===== src/logic/busPkg.sv =====
package busPkg;

	typedef logic [23:8] cpuAddr_t;	// cpu address, low byte not decoded
	typedef logic [3:0] addrRegion_t;	// 1 MB region, A[23:20]
	typedef logic [1:0] waitCnt_t;	// memory wait-state counter

	localparam waitCnt_t ROM_WAIT = 2'd2;	// cycle start to dtack, rom
	localparam waitCnt_t RAM_WAIT = 2'd1;	// cycle start to dtack, ram

	// one bit per decoded target
	typedef struct packed {
		logic rom;	// rom, incl. boot overlay at 0
		logic rom4x;	// rom window at 4xxxxx
		logic ram;	// main ram, overlay off
		logic ram0x;	// low 4 MB window
		logic io;	// goes to the i/o board
		logic ioPostedWrite;	// write into low window
		logic iack;	// interrupt acknowledge space
		logic sndWrite;	// write into sound buffer
	} devSelect_t;

	// request handed to the i/o board
	typedef struct packed {
		cpuAddr_t addr;
		logic write;
		logic iack;
		logic posted;	// cpu already released
	} ioReq_t;

	typedef enum logic [1:0] {
		dtIdle,	// no cycle
		dtCounting,	// memory wait states
		dtWaitIo,	// waiting on i/o completion
		dtAsserted	// dtack low until strobe ends
	} dtackState_t;

	typedef enum logic [1:0] {
		brEmpty,	// nothing queued or in flight
		brOffering,	// ioValid high
		brOutstanding	// transferred, waiting for ioDone
	} bridgeState_t;

endpackage


===== src/logic/cycleDetect.sv =====
`timescale 1ns/1ps

module cycleDetect (
	input logic CLK,
	input logic reset,
	input logic nAS,
	output logic cycleActive,
	output logic cycleStart
);

	logic asMeta;	// first sync stage, metastable
	logic asSync;	// second sync stage
	logic asPrev;	// last clock's level

	// strobe comes from the cpu clock domain
	always_ff @(posedge CLK) begin
		if (reset) begin
			asMeta <= 1'b0;
			asSync <= 1'b0;
		end else begin
			asMeta <= !nAS;	// active high inside
			asSync <= asMeta;
		end
	end

	always_ff @(posedge CLK) begin
		if (reset) begin
			asPrev <= 1'b0;
		end else begin
			asPrev <= asSync;
		end
	end

	assign cycleActive = asSync;	// BACT
	assign cycleStart = asSync && !asPrev;	// rising edge only

endmodule


===== src/logic/chipSelect.sv =====
`timescale 1ns/1ps

module chipSelect (
	input logic CLK,
	input logic reset,
	input busPkg::cpuAddr_t A,
	input logic nWE,
	input logic cycleActive,
	output busPkg::devSelect_t sel
);

	busPkg::addrRegion_t region;
	logic overlayOff;	// boot rom no longer at 0
	logic overlay;
	logic rom4xSeen;	// 4x rom hit during this cycle
	logic sndPage;	// sound pages inside 3Fxxxx

	assign region = A[23:20];
	assign overlay = !overlayOff;

	// leave overlay once the first 4x rom cycle is over
	always_ff @(posedge CLK) begin
		if (reset) begin
			overlayOff <= 1'b0;	// overlay active after reset
			rom4xSeen <= 1'b0;
		end else if (cycleActive) begin
			if (sel.rom4x) begin
				rom4xSeen <= 1'b1;
			end
		end else begin
			if (rom4xSeen) begin
				overlayOff <= 1'b1;	// sticky until reset
			end
			rom4xSeen <= 1'b0;
		end
	end

	// sound buffers sit at the top of the two screen pages
	always_comb begin
		case (A[15:8])
			8'hFD, 8'hFE, 8'hFF: sndPage = 1'b1;	// main buffer
			8'hA1, 8'hA2, 8'hA3: sndPage = 1'b1;	// alternate buffer
			default: sndPage = 1'b0;
		endcase
	end

	always_comb begin
		sel = '0;

		// rom
		sel.rom4x = (region == 4'h4);
		sel.rom = sel.rom4x || ((region == 4'h0) && overlay);

		// ram
		sel.ram0x = (A[23:22] == 2'b00);
		sel.ram = sel.ram0x && !overlay;
		sel.sndWrite = sel.ram && !nWE && (A[23:16] == 8'h3F) && sndPage;

		// i/o board
		sel.iack = (A[23:18] == 6'h3F);	// FCxxxx and up
		sel.ioPostedWrite = sel.ram0x && !nWE;
		case (region)
			4'h0, 4'h1, 4'h2, 4'h3: sel.io = 1'b1;	// ram window, seen by i/o board too
			4'h4: sel.io = overlay;	// only while rom is mirrored
			4'h5: sel.io = 1'b1;	// scsi
			4'h6, 4'h7, 4'h8: sel.io = 1'b1;	// unused
			4'h9: sel.io = 1'b1;	// scc read
			4'hA: sel.io = 1'b1;	// unused
			4'hB: sel.io = 1'b1;	// scc write
			4'hC: sel.io = 1'b1;	// unused
			4'hD: sel.io = 1'b1;	// iwm
			4'hE: sel.io = 1'b1;	// via
			4'hF: sel.io = 1'b1;	// iack
			default: sel.io = 1'b0;
		endcase
	end

endmodule


===== src/logic/ioBridge.sv =====
`timescale 1ns/1ps

module ioBridge (
	input logic CLK,
	input logic reset,
	input logic cycleStart,
	input busPkg::cpuAddr_t A,
	input logic nWE,
	input busPkg::devSelect_t sel,
	output logic ioValid,
	input logic ioReady,
	output busPkg::ioReq_t ioReq,
	input logic ioDone,
	output logic ioComplete
);

	busPkg::bridgeState_t state;
	busPkg::ioReq_t reqBuf;	// one-entry request buffer
	logic reqPending;	// captured, not yet offered
	logic postedOut;	// in-flight request is posted
	logic newReq;

	// io only when neither memory wins the priority
	assign newReq = cycleStart && sel.io && !sel.ram && !sel.rom;

	// payload, no reset needed
	always_ff @(posedge CLK) begin
		if (newReq) begin
			reqBuf.addr <= A;
			reqBuf.write <= !nWE;
			reqBuf.iack <= sel.iack;
			reqBuf.posted <= sel.ioPostedWrite;
		end
	end

	always_ff @(posedge CLK) begin
		if (reset) begin
			state <= busPkg::brEmpty;
			reqPending <= 1'b0;
			postedOut <= 1'b0;
			ioComplete <= 1'b0;
		end else begin
			ioComplete <= 1'b0;	// single-cycle pulse
			case (state)
				busPkg::brEmpty: begin
					if (newReq) begin
						state <= busPkg::brOffering;
					end
				end
				busPkg::brOffering: begin
					if (ioReady) begin	// transfer
						state <= busPkg::brOutstanding;
						postedOut <= reqBuf.posted;
						if (reqBuf.posted) begin
							ioComplete <= 1'b1;	// release cpu early
						end
					end
				end
				busPkg::brOutstanding: begin
					if (ioDone) begin
						if (!postedOut) begin
							ioComplete <= 1'b1;
						end
						if (newReq || reqPending) begin	// queued behind posted write
							state <= busPkg::brOffering;
							reqPending <= 1'b0;
						end else begin
							state <= busPkg::brEmpty;
						end
					end else if (newReq) begin
						reqPending <= 1'b1;	// hold until ioDone
					end
				end
				default: state <= busPkg::brEmpty;
			endcase
		end
	end

	assign ioValid = (state == busPkg::brOffering);
	assign ioReq = reqBuf;	// stable while offering

endmodule


===== src/logic/dtackGen.sv =====
`timescale 1ns/1ps

module dtackGen (
	input logic CLK,
	input logic reset,
	input logic cycleStart,
	input logic cycleActive,
	input busPkg::devSelect_t sel,
	input logic ioComplete,
	output logic nDTACK
);

	busPkg::dtackState_t state;
	busPkg::waitCnt_t waitCnt;	// remaining memory waits

	always_ff @(posedge CLK) begin
		if (reset) begin
			state <= busPkg::dtIdle;
			waitCnt <= '0;
			nDTACK <= 1'b1;
		end else if (!cycleActive) begin
			state <= busPkg::dtIdle;	// strobe gone, release bus
			nDTACK <= 1'b1;
		end else begin
			case (state)
				busPkg::dtIdle: begin
					if (cycleStart) begin
						if (sel.ram) begin	// ram first
							state <= busPkg::dtCounting;
							waitCnt <= busPkg::RAM_WAIT - 1'b1;	// load clock is one wait
						end else if (sel.rom) begin
							state <= busPkg::dtCounting;
							waitCnt <= busPkg::ROM_WAIT - 1'b1;
						end else begin	// everything else is i/o
							state <= busPkg::dtWaitIo;
						end
					end
				end
				busPkg::dtCounting: begin
					if (waitCnt == '0) begin
						state <= busPkg::dtAsserted;
						nDTACK <= 1'b0;	// wait+1 clocks after start
					end else begin
						waitCnt <= waitCnt - 1'b1;
					end
				end
				busPkg::dtWaitIo: begin
					if (ioComplete) begin	// latency set by i/o board
						state <= busPkg::dtAsserted;
						nDTACK <= 1'b0;
					end
				end
				busPkg::dtAsserted: begin
					nDTACK <= 1'b0;	// hold until strobe ends
				end
				default: state <= busPkg::dtIdle;
			endcase
		end
	end

endmodule


===== src/logic/busDecodeTop.sv =====
`timescale 1ns/1ps

module busDecodeTop (
	input logic CLK,
	input logic reset,
	input busPkg::cpuAddr_t A,
	input logic nAS,
	input logic nWE,
	input logic ioReady,
	input logic ioDone,
	output busPkg::devSelect_t sel,
	output logic nDTACK,
	output logic ioValid,
	output busPkg::ioReq_t ioReq
);

	logic cycleActive;	// synchronized strobe
	logic cycleStart;
	logic ioComplete;	// bridge done, cpu may go

	cycleDetect i_cycleDetect (
		.CLK(CLK),
		.reset(reset),
		.nAS(nAS),
		.cycleActive(cycleActive),
		.cycleStart(cycleStart)
	);

	chipSelect i_chipSelect (
		.CLK(CLK),
		.reset(reset),
		.A(A),
		.nWE(nWE),
		.cycleActive(cycleActive),
		.sel(sel)
	);

	ioBridge i_ioBridge (
		.CLK(CLK),
		.reset(reset),
		.cycleStart(cycleStart),
		.A(A),
		.nWE(nWE),
		.sel(sel),
		.ioValid(ioValid),
		.ioReady(ioReady),
		.ioReq(ioReq),
		.ioDone(ioDone),
		.ioComplete(ioComplete)
	);

	dtackGen i_dtackGen (
		.CLK(CLK),
		.reset(reset),
		.cycleStart(cycleStart),
		.cycleActive(cycleActive),
		.sel(sel),
		.ioComplete(ioComplete),
		.nDTACK(nDTACK)
	);

endmodule


===== config.mk =====
export PLATFORM = sky130hd
export DESIGN_NAME = busDecodeTop
export DESIGN_NICKNAME = d
export VERILOG_FILES = /design/src/logic/busPkg.sv /design/src/logic/cycleDetect.sv /design/src/logic/chipSelect.sv /design/src/logic/ioBridge.sv /design/src/logic/dtackGen.sv /design/src/logic/busDecodeTop.sv
export SDC_FILE = /design/constraint.sdc
export NUM_CORES = 1
export LEC_CHECK = 0
export ABC_AREA = 1
export BUFFER_PORTS_ARGS = -buffer_cell sky130_fd_sc_hd__buf_2
export CAP_MARGIN = 10
export CORE_MARGIN = 8
export CORE_UTILIZATION = 25
export CTS_CLUSTER_SIZE = 24
export DETAILED_ROUTE_END_ITERATION = 10
export GPL_ROUTABILITY_DRIVEN = 0
export PLACE_DENSITY = 0.55
export SLEW_MARGIN = 0
export SYNTH_ARGS = -nofsm -noshare
export SYNTH_HDL_FRONTEND = slang
export SYNTH_SLANG_ARGS = --single-unit

===== constraint.sdc =====
create_clock -name CLK -period 1.45 [get_ports CLK]
set_clock_uncertainty 0.05 [all_clocks]
set_input_delay 0.29 -clock CLK [delete_from_list [all_inputs] [get_ports CLK]]
set_output_delay 0.29 -clock CLK [all_outputs]
set_load 0.1 [all_outputs]

==> run metrics, run 1 <==
status=finished with violations; failing checks=setup timing; Seq cells post-synth=34; DR pass1 iterations=4; chip width=roughly 93 microns; leading cell types in the layout, fill and taps excluded=buf_2, inv_1, edfxtp_1, nand2_1, buf_4; IO buf count=50; CP endpoint=sel[0]; fin nets=254; post-DP HPWL=approximately 2900 microns; CTS Buf Count=5; slowest cell on the critical path=nor3_4; CP required=between 1000 and 1500 ps; CTS sink cnt=34; Clock Path Buffers=2; number of DRC markers in iteration 0=55; post-route cell area=2459 sq um; crit path max fanout=3; Setup crit end kind=output pin; crit path launch=A[13]; Ports=51; PnR Total Power=2.252 mW; global-route wire length before repair=5940 microns; fmax=approximately 0.65 GHz; WS Path Type=in -> out; Rel. slew slack=between 60% and 70%; largest net degree at the start of global routing=20; critical-path cell list=buf_8 > nand4_1 > nor2_2 > nand3_2 > nor3_4 > buf_12; Core Region=5816 sq um; Tcrit/Tclk final=106.1%; slowest stage delay, CP=230 ps; CTS clk-pin slew, worst paths=60 ps; final slew viol count=0; startpoint types=input port; Detailed Route WL=between 3000 and 4000 microns; Peak VDD IR=0.3205 mV; pre-CTS setup slack=-57.37 ps; synth unique cells=26; reg2reg end=i_dtackGen.state[0]; setup violators final=1; number of diodes=0; vias in the first global route=1237; Area Overhead vs Synth=65.96%; Post-Syn Nets=179; Post-synth EDFFs=19; Min Clock Period, post-route=between 1500 and 2000 ps; Hold Path Class=in -> reg; Reg2Reg Launch Point=i_dtackGen.state[0]; CTS root buf=clkbuf_8; share of cells above drive strength 1=51.34%; CTS tree=done; critical path arrival=roughly 1200 ps; H-tree depth=2; sequential area share after synthesis=58.78%; reg2reg setup slack=90 ps; yosys warns=0; Wirelength per Cell=12.40 microns; Fillers=~560; gr usage total=under 10%; RSZ-0062 raised after global routing=true; Leak Pwr=1.084 nW; DR vias/cell=4.151; most common cell after layout, fill and taps aside=buf_2; ANT nets after route=0; Total Die Area=8645 sq um; vias after detailed routing=approximately 1200; cell area after placement=2163 sq um; min setup slack post-route=-88.37 ps; clk_lat worst skew=approximately 280 ps; Overflow after GRT=0; antenna violations before repair=0; share of flip-flops with an asynchronous set or reset=0%; num rows=28; Die H=92.98 microns; R2R depth=7; Post-Synthesis Cells=148; post-cts hold buffer count=0; Final Hold Viols=0; Initial Utilization=25.47%; MaxCap Viol Count=0; main flop type after synthesis=edfxtp_1; Cell Area, Synth=1481 sq um; Avg Cell Area, Syn=about 10 sq um; DRC=0; worst slew pin tran=496.0 ps; PwrDens=915.8 nW/um^2
worst min-delay path by stage:
| stage | startpoint | end | depth (start not counted) |
|---|---|---|---|
| 2_1_floorplan | reset | i_ioBridge.state[1] | 1 |
| 3_3_place_gp | i_cycleDetect.asMeta | i_cycleDetect.cycleActive | 2 |
| 3_5_place_dp | i_cycleDetect.asMeta | i_cycleDetect.cycleActive | 2 |
| 4_1_cts | nAS | i_cycleDetect.asMeta | 2 |
| 5_1_grt | A[10] | i_ioBridge.ioReq[13] | 1 |
| 6_report | nAS | i_cycleDetect.asMeta | 2 |
area by class of cell:
type / count / area [sq um] / share of cell area [%]
flip-flops and latches: 34 / 879.6 / 35.78
multi-input cells: 83 / 646.9 / 26.31
repair buffers: 68 / 630.6 / 25.65
inverters: 31 / 126.4 / 5.140
well taps: 75 / 93.84 / 3.817
clock buffers: 6 / 72.57 / 2.952
clock inverters: 2 / 8.758 / 0.3562
repair_timing:
action	CTS	global route
resized for setup	16	26
pin swaps	9	10
setup buffers	3	8
cloned	0	0
setup endpoints to repair	6	31
registers in the layout (all words and copies together) (netlist names):
name                       count
i_ioBridge.ioReq              19
i_dtackGen.state               2
i_dtackGen.waitCnt             2
i_ioBridge.state               2
i_chipSelect.overlayOff        1
i_chipSelect.rom4xSeen         1
i_cycleDetect.asMeta           1
i_cycleDetect.asPrev           1
i_cycleDetect.cycleActive      1
i_dtackGen.nDTACK              1
i_ioBridge.ioComplete          1
i_ioBridge.postedOut           1
i_ioBridge.reqPending          1
worst max-delay path, delay by kind of cell:
| family | cells | cell delay [ps] |
|---|---|---|
| simple gates | 4 | 630 |
| buf+inv | 2 | 280 |
layer usage:
layer | global-route usage (%) | part of all wire [%] | vias up
met2 | 13.91 | 48 | 48
met1 | 9.995 | 42 | 555
met5 | 0 | 0 | -
met4 | 2.819 | 1.3 | 0
li1 | - | - | 632
met3 | 3.926 | 8.6 | 6
through the flow:
step / hold WS (ps) / util [%] / cells / TNS [ps]
floorplan: 302.4 / - / 148 / -6494
global placement: 343.5 / 37.20 / 282 / -40.66
detailed placement: 342.8 / 37.20 / 282 / -75.97
CTS: 111.4 / 40.02 / 293 / -50.87
global route: 116.5 / 42.28 / 299 / -230.2
finish: 120.3 / 42.28 / 299 / -88.37
where the power goes:
part	internal, mW	leakage [nW]	switching [mW]
Combinational	0.183	0.741	0.347
Sequential	1.05	0.301	0.0193
Clock	0.330	0.0426	0.323
cells in the mapped netlist (2+ instances only):
| cell | n | area [sq um] |
|---|---|---|
| inv_1 | 29 | 108.9 |
| edfxtp_1 | 19 | 570.6 |
| nand2_1 | 19 | 71.32 |
| dfxtp_1 | 15 | 300.3 |
| nor2_1 | 12 | 45.04 |
| ha_1 | 9 | 112.6 |
| a21oi_1 | 8 | 40.04 |
| nand2_2 | 6 | 37.54 |
| o21ai_0 | 6 | 30.03 |
| nand3_1 | 5 | 25.02 |
| nor3_1 | 3 | 15.01 |
| nand4_1 | 2 | 12.51 |
| o21ai_1 | 2 | 10.01 |
logic make-up (layout without fill, tap and decap cells):
group                      count (synthesis)  count (layout)  share of synthesized area [%]
AOI/OAI and AO/OA                         22              22                          8.363
DFF                                       34              34                          58.78
buffers and inverters                     31             107                          7.854
adders and majority gates                  9               9                          7.601
and+or+nand+nor                           52              52                          17.40
Power figures use the tool's default switching activity.
==> run 2: changes to the inputs <==
SETUP_SLACK_MARGIN = 0.15   (was not set)
==> run metrics, run 2 (same netlist as run 1, synthesis figures left out) <==
status=finished with violations; failing checks=setup timing; global-route wire length before repair=5871 microns (-1.2%); number of diodes=0 (unchanged); Overflow after GRT=0 (unchanged); share of cells above drive strength 1=62.07% (+11 points); CTS clk-pin slew, worst paths=70 ps (about the same); CTS Buf Count=5 (unchanged); Wirelength per Cell=12.42 microns (+0.13%); clk_lat worst skew=280 ps (about the same); startpoint types=flip-flop; largest net degree at the start of global routing=20 (unchanged); Initial Utilization=25.47% (unchanged); critical path arrival=1170 ps (-30 ps); antenna violations before repair=0 (unchanged); CP required=1110 ps (about the same); Rel. slew slack=78.84% (+12 points); Final Hold Viols=0 (unchanged); final cell count without fillers=307 (+2.7%); max FFs per register=19 (unchanged); most common cell after layout, fill and taps aside=buf_4; Clock Path Buffers=2 (unchanged); post-cts hold buffer count=0 (unchanged); IO buf count=50 (unchanged); fmax=0.6620 GHz (+1.8%); cell area after placement=2162 sq um (about the same); Die H=92.98 microns (unchanged); H-tree depth=2 (unchanged); MaxCap Viol Count=0 (unchanged); vias after detailed routing=1280 (+3.1%); Leak Pwr=1.181 nW (+8.9%); gr usage total=8.653% (about the same); crit path max fanout=3 (unchanged); Detailed Route WL=3812 microns (+2.8%); placed cell count=282 (unchanged); fin nets=262 (+3.1%); DR pass1 iterations=4 (unchanged); Area Overhead vs Synth=85.73%; DRC=0 (unchanged); CTS sink cnt=34 (unchanged); number of DRC markers in iteration 0=24 (-56%); leading cell types in the layout, fill and taps excluded=buf_4, edfxtp_1, nand2_1, buf_2, buf_12; chip width=92.98 microns (unchanged); ANT nets after route=0 (unchanged); Peak VDD IR=0.4579 mV (+43%); min setup slack post-route=-60.63 ps (+27.73 ps); vias in the first global route=1266 (+2.3%); Tcrit/Tclk final=104.2% (-1.9 points); WHS=104.0 ps (-16.28 ps); num rows=28 (unchanged); Hold Path Class=in -> reg; Setup crit end kind=output pin; Min Clock Period, post-route=1511 ps (-27.73 ps); WS Path Type=reg -> out; post-route cell area=2751 sq um (+12%); worst slew pin tran=316.3 ps (-179.7 ps); RSZ-0062 raised after global routing=true; final slew viol count=0 (unchanged); CTS root buf=clkbuf_8; Core Region=5816 sq um (unchanged); Ports=51 (unchanged); CTS tree=done; setup violators final=2 (+1); PnR Total Power=2.370 mW (+5.3%); DR vias/cell=4.169 (+0.45%); post-DP HPWL=2753 microns (-4.3%); PwrDens=861.5 nW/um^2 (-5.9%); Total Die Area=8645 sq um (unchanged)
run 2: cell type report:
cell class / instances / area (sq um)
clock inverters: 2 / 12.51
multi-input cells: 83 / 721.9
fillers: 542 / 3064
clock buffers: 6 / 82.58
flip-flops and latches: 34 / 889.6
well taps: 75 / 93.84
inverters: 31 / 142.6
repair buffers: 76 / 808.3
run 2: worst paths after layout:
| path | start | to | slack (ps) | depth (start not counted) |
|---|---|---|---|---|
| worst max-delay path | i_chipSelect.overlayOff | sel[0] | -60 | 3 |
| worst min-delay path | nAS | i_cycleDetect.asMeta | 100 | 2 |
| worst max register to register | i_chipSelect.overlayOff | i_ioBridge.ioReq[9] | 80 | 6 |
| worst min register to register | i_cycleDetect.asMeta | i_cycleDetect.cycleActive | 360 | 2 |
run 2: routing by layer:
layer | up-vias | global-route usage (%) | wire [microns]
li1 | 652 | - | -
met1 | 578 | 9.487 | 1488
met2 | 44 | 14.14 | 1918
met3 | 6 | 3.526 | 338
met4 | 0 | 4.430 | 67
met5 | - | 0 | 0
run 2: where the power goes:
group | leakage, nW | internal, mW | switching (mW)
clock | 0.0472 | 0.381 | 0.327
sequential | 0.302 | 1.05 | 0.0210
combinational | 0.832 | 0.226 | 0.370
total | 1.18 | 1.65 | 0.718
run 2: timing repair:
action / 4_1_cts / 5_1_grt
setup endpoints to repair: 30 / 35
setup buffers: 7 / 7
pin swaps: 20 / 20
resized for setup: 68 / 32
cloned: 0 / 3
run 2: critical path, cell delays in order (launching register included):
cell and delay, ps:
dfxtp_4 370, o211ai_1 140, nor3_4 180, buf_12 200
run 2: stage by stage:
stage	worst slack, ps	TNS [ps]	utilization, %
final	-60.63	-66.71	47.31
after global routing	-126.6	-224.6	47.31
after CTS	-105.8	-151.1	43.52
after detailed placement	-97.42	-469.0	37.18
after global placement	-106.4	-317.8	37.18
after floorplan	-1032	-6493	-
==> run 3: changes to the inputs <==
PLACE_DENSITY = not set   (was 0.55)
PLACE_DENSITY_LB_ADDON = 0.25   (was not set)
TNS_END_PERCENT = 10   (was not set)
==> run metrics, run 3 (same netlist as run 1, synthesis figures left out) <==
Die H=92.98 microns (unchanged); Ports=51 (unchanged); largest net degree at the start of global routing=20 (unchanged); antenna violations before repair=0 (unchanged); reg2reg setup slack=140 ps (+60 ps); crit path launch=A[15]; ANT nets after route=0 (unchanged); Rel. slew slack=78.37% (-0.46 points); PnR Total Power=2.328 mW (-1.8%); setup violators final=1 (-1); Tcrit/Tclk final=106.6% (+2.5 points); CTS sink cnt=34 (unchanged); crit path max fanout=4 (+1); CTS Buf Count=5 (unchanged); DR pass1 iterations=4 (unchanged); Core Region=5816 sq um (unchanged); CP required=1110 ps (about the same); RSZ-0062 raised after global routing=true; MaxCap Viol Count=0 (unchanged); vias in the first global route=1257 (-0.71%); startpoint types=input port; Setup crit end kind=output pin; DR vias/cell=4.119 (-1.2%); H-tree depth=2 (unchanged); post-DP HPWL=2842 microns (+3.2%); number of diodes=0 (unchanged); placed cell count=282 (unchanged); Hold Path Class=in -> reg; CTS clk-pin slew, worst paths=70 ps (about the same); CP endpoint=sel[0]; WS Path Type=in -> out; Clock Path Buffers=2 (unchanged); WHS=105.5 ps (+1.453 ps); Min Clock Period, post-route=1546 ps (+35.75 ps); PwrDens=959.9 nW/um^2 (+11%); global-route wire length before repair=5920 microns (+0.83%); num rows=28 (unchanged); number of DRC markers in iteration 0=24 (unchanged); vias after detailed routing=1207 (-5.7%); R2R depth=9 (+3); worst slew pin tran=323.0 ps (+6.684 ps); IO buf count=50 (unchanged); pre-CTS setup slack=-86.45 ps (+10.97 ps); Area Overhead vs Synth=63.68%; CTS tree=done; final slew viol count=0 (unchanged); final setup TNS=-96.39 ps (-29.68 ps); Wirelength per Cell=12.41 microns (about the same); most common cell after layout, fill and taps aside=buf_4; DRC=0 (unchanged); clk_lat worst skew=280 ps (about the same); final cell count without fillers=293 (-4.6%); share of cells above drive strength 1=51.83% (-10 points); Peak VDD IR=0.3155 mV (-31%); Reg2Reg Launch Point=i_dtackGen.state[0]; fin nets=248 (-5.3%); reg2reg end=i_dtackGen.waitCnt[0]; Hold Path Origin=nAS; Overflow after GRT=0 (unchanged); post-cts hold buffer count=0 (unchanged); CTS root buf=clkbuf_8; critical path arrival=1210 ps (+40 ps); leading cell types in the layout, fill and taps excluded=buf_4, inv_1, edfxtp_1, buf_2, nand2_1; max FFs per register=19 (unchanged); failing checks=setup timing; Total Die Area=8645 sq um (unchanged); Detailed Route WL=3635 microns (-4.6%); fmax=0.6467 GHz (-2.3%); gr usage total=8.725% (+0.072 points); Final Hold Viols=0 (unchanged); status=finished with violations; Leak Pwr=1.050 nW (-11%); min setup slack post-route=-96.39 ps (-35.75 ps); Initial Utilization=25.47% (unchanged); chip width=92.98 microns (unchanged)
run 3: cell types whose count changed in the layout (fill, tap and decap cells not counted), sizes merged:
cell | previous run | this run
buf | 74 | 62
clkbuf | 8 | 6
clkinvlp | 2 | 1
inv | 29 | 30
run 3: layout make-up:
class / count / area [sq um]
inverter: 31 / 121.4
fill: 603 / 3391
sequential: 34 / 887.1
tap: 75 / 93.84
clock inverter: 2 / 12.51
multi-input combinational: 83 / 628.1
timing repair buffer: 62 / 599.3
clock buffer: 6 / 82.58
run 3: repair_timing:
item                                    4_1_cts  5_1_grt
endpoints found under the setup margin       30       26
resized for setup                            49       14
pin swaps                                     8       11
setup buffers                                 3        0
run 3: worst min-delay path by stage:
stage | endpoint | slack, ps | cells after the start
3_5_place_dp | i_cycleDetect.cycleActive | 350 | 2
2_1_floorplan | i_ioBridge.state[1] | 300 | 1
3_3_place_gp | i_cycleDetect.cycleActive | 340 | 2
6_report | i_cycleDetect.asMeta | 110 | 2
4_1_cts | i_cycleDetect.asMeta | 110 | 2
5_1_grt | i_cycleDetect.asMeta | 100 | 2
run 3: metrics by stage:
step / utilization (%) / instance area, sq um
3_3_place_gp: 36.73 / 2136
2_1_floorplan: - / 1546
5_1_grt: 41.70 / 2425
3_5_place_dp: 36.73 / 2136
4_1_cts: 41.01 / 2385
6_report: 41.70 / 2425
run 3: power breakdown:
group / internal (mW) / switching, mW / total, mW
logic: 0.188 / 0.348 / 0.536
clock network: 0.381 / 0.342 / 0.724
registers: 1.05 / 0.0177 / 1.07
run 3: per-layer routing:
metal  vias to the layer above  share of wire [%]  track usage (%)
met2                        46                 46            14.14
met4                         0                1.9            3.356
met1                       537                 44            10.13
li1                        617                  -                -
met3                         7                7.7            3.446
met5                         -                  0                0
run 3: worst max-delay path, cell delays in order:
cell and delay (ps):
buf_2 140, nor3_4 210, nand3_2 120, nor3_4 240
buf_12 200
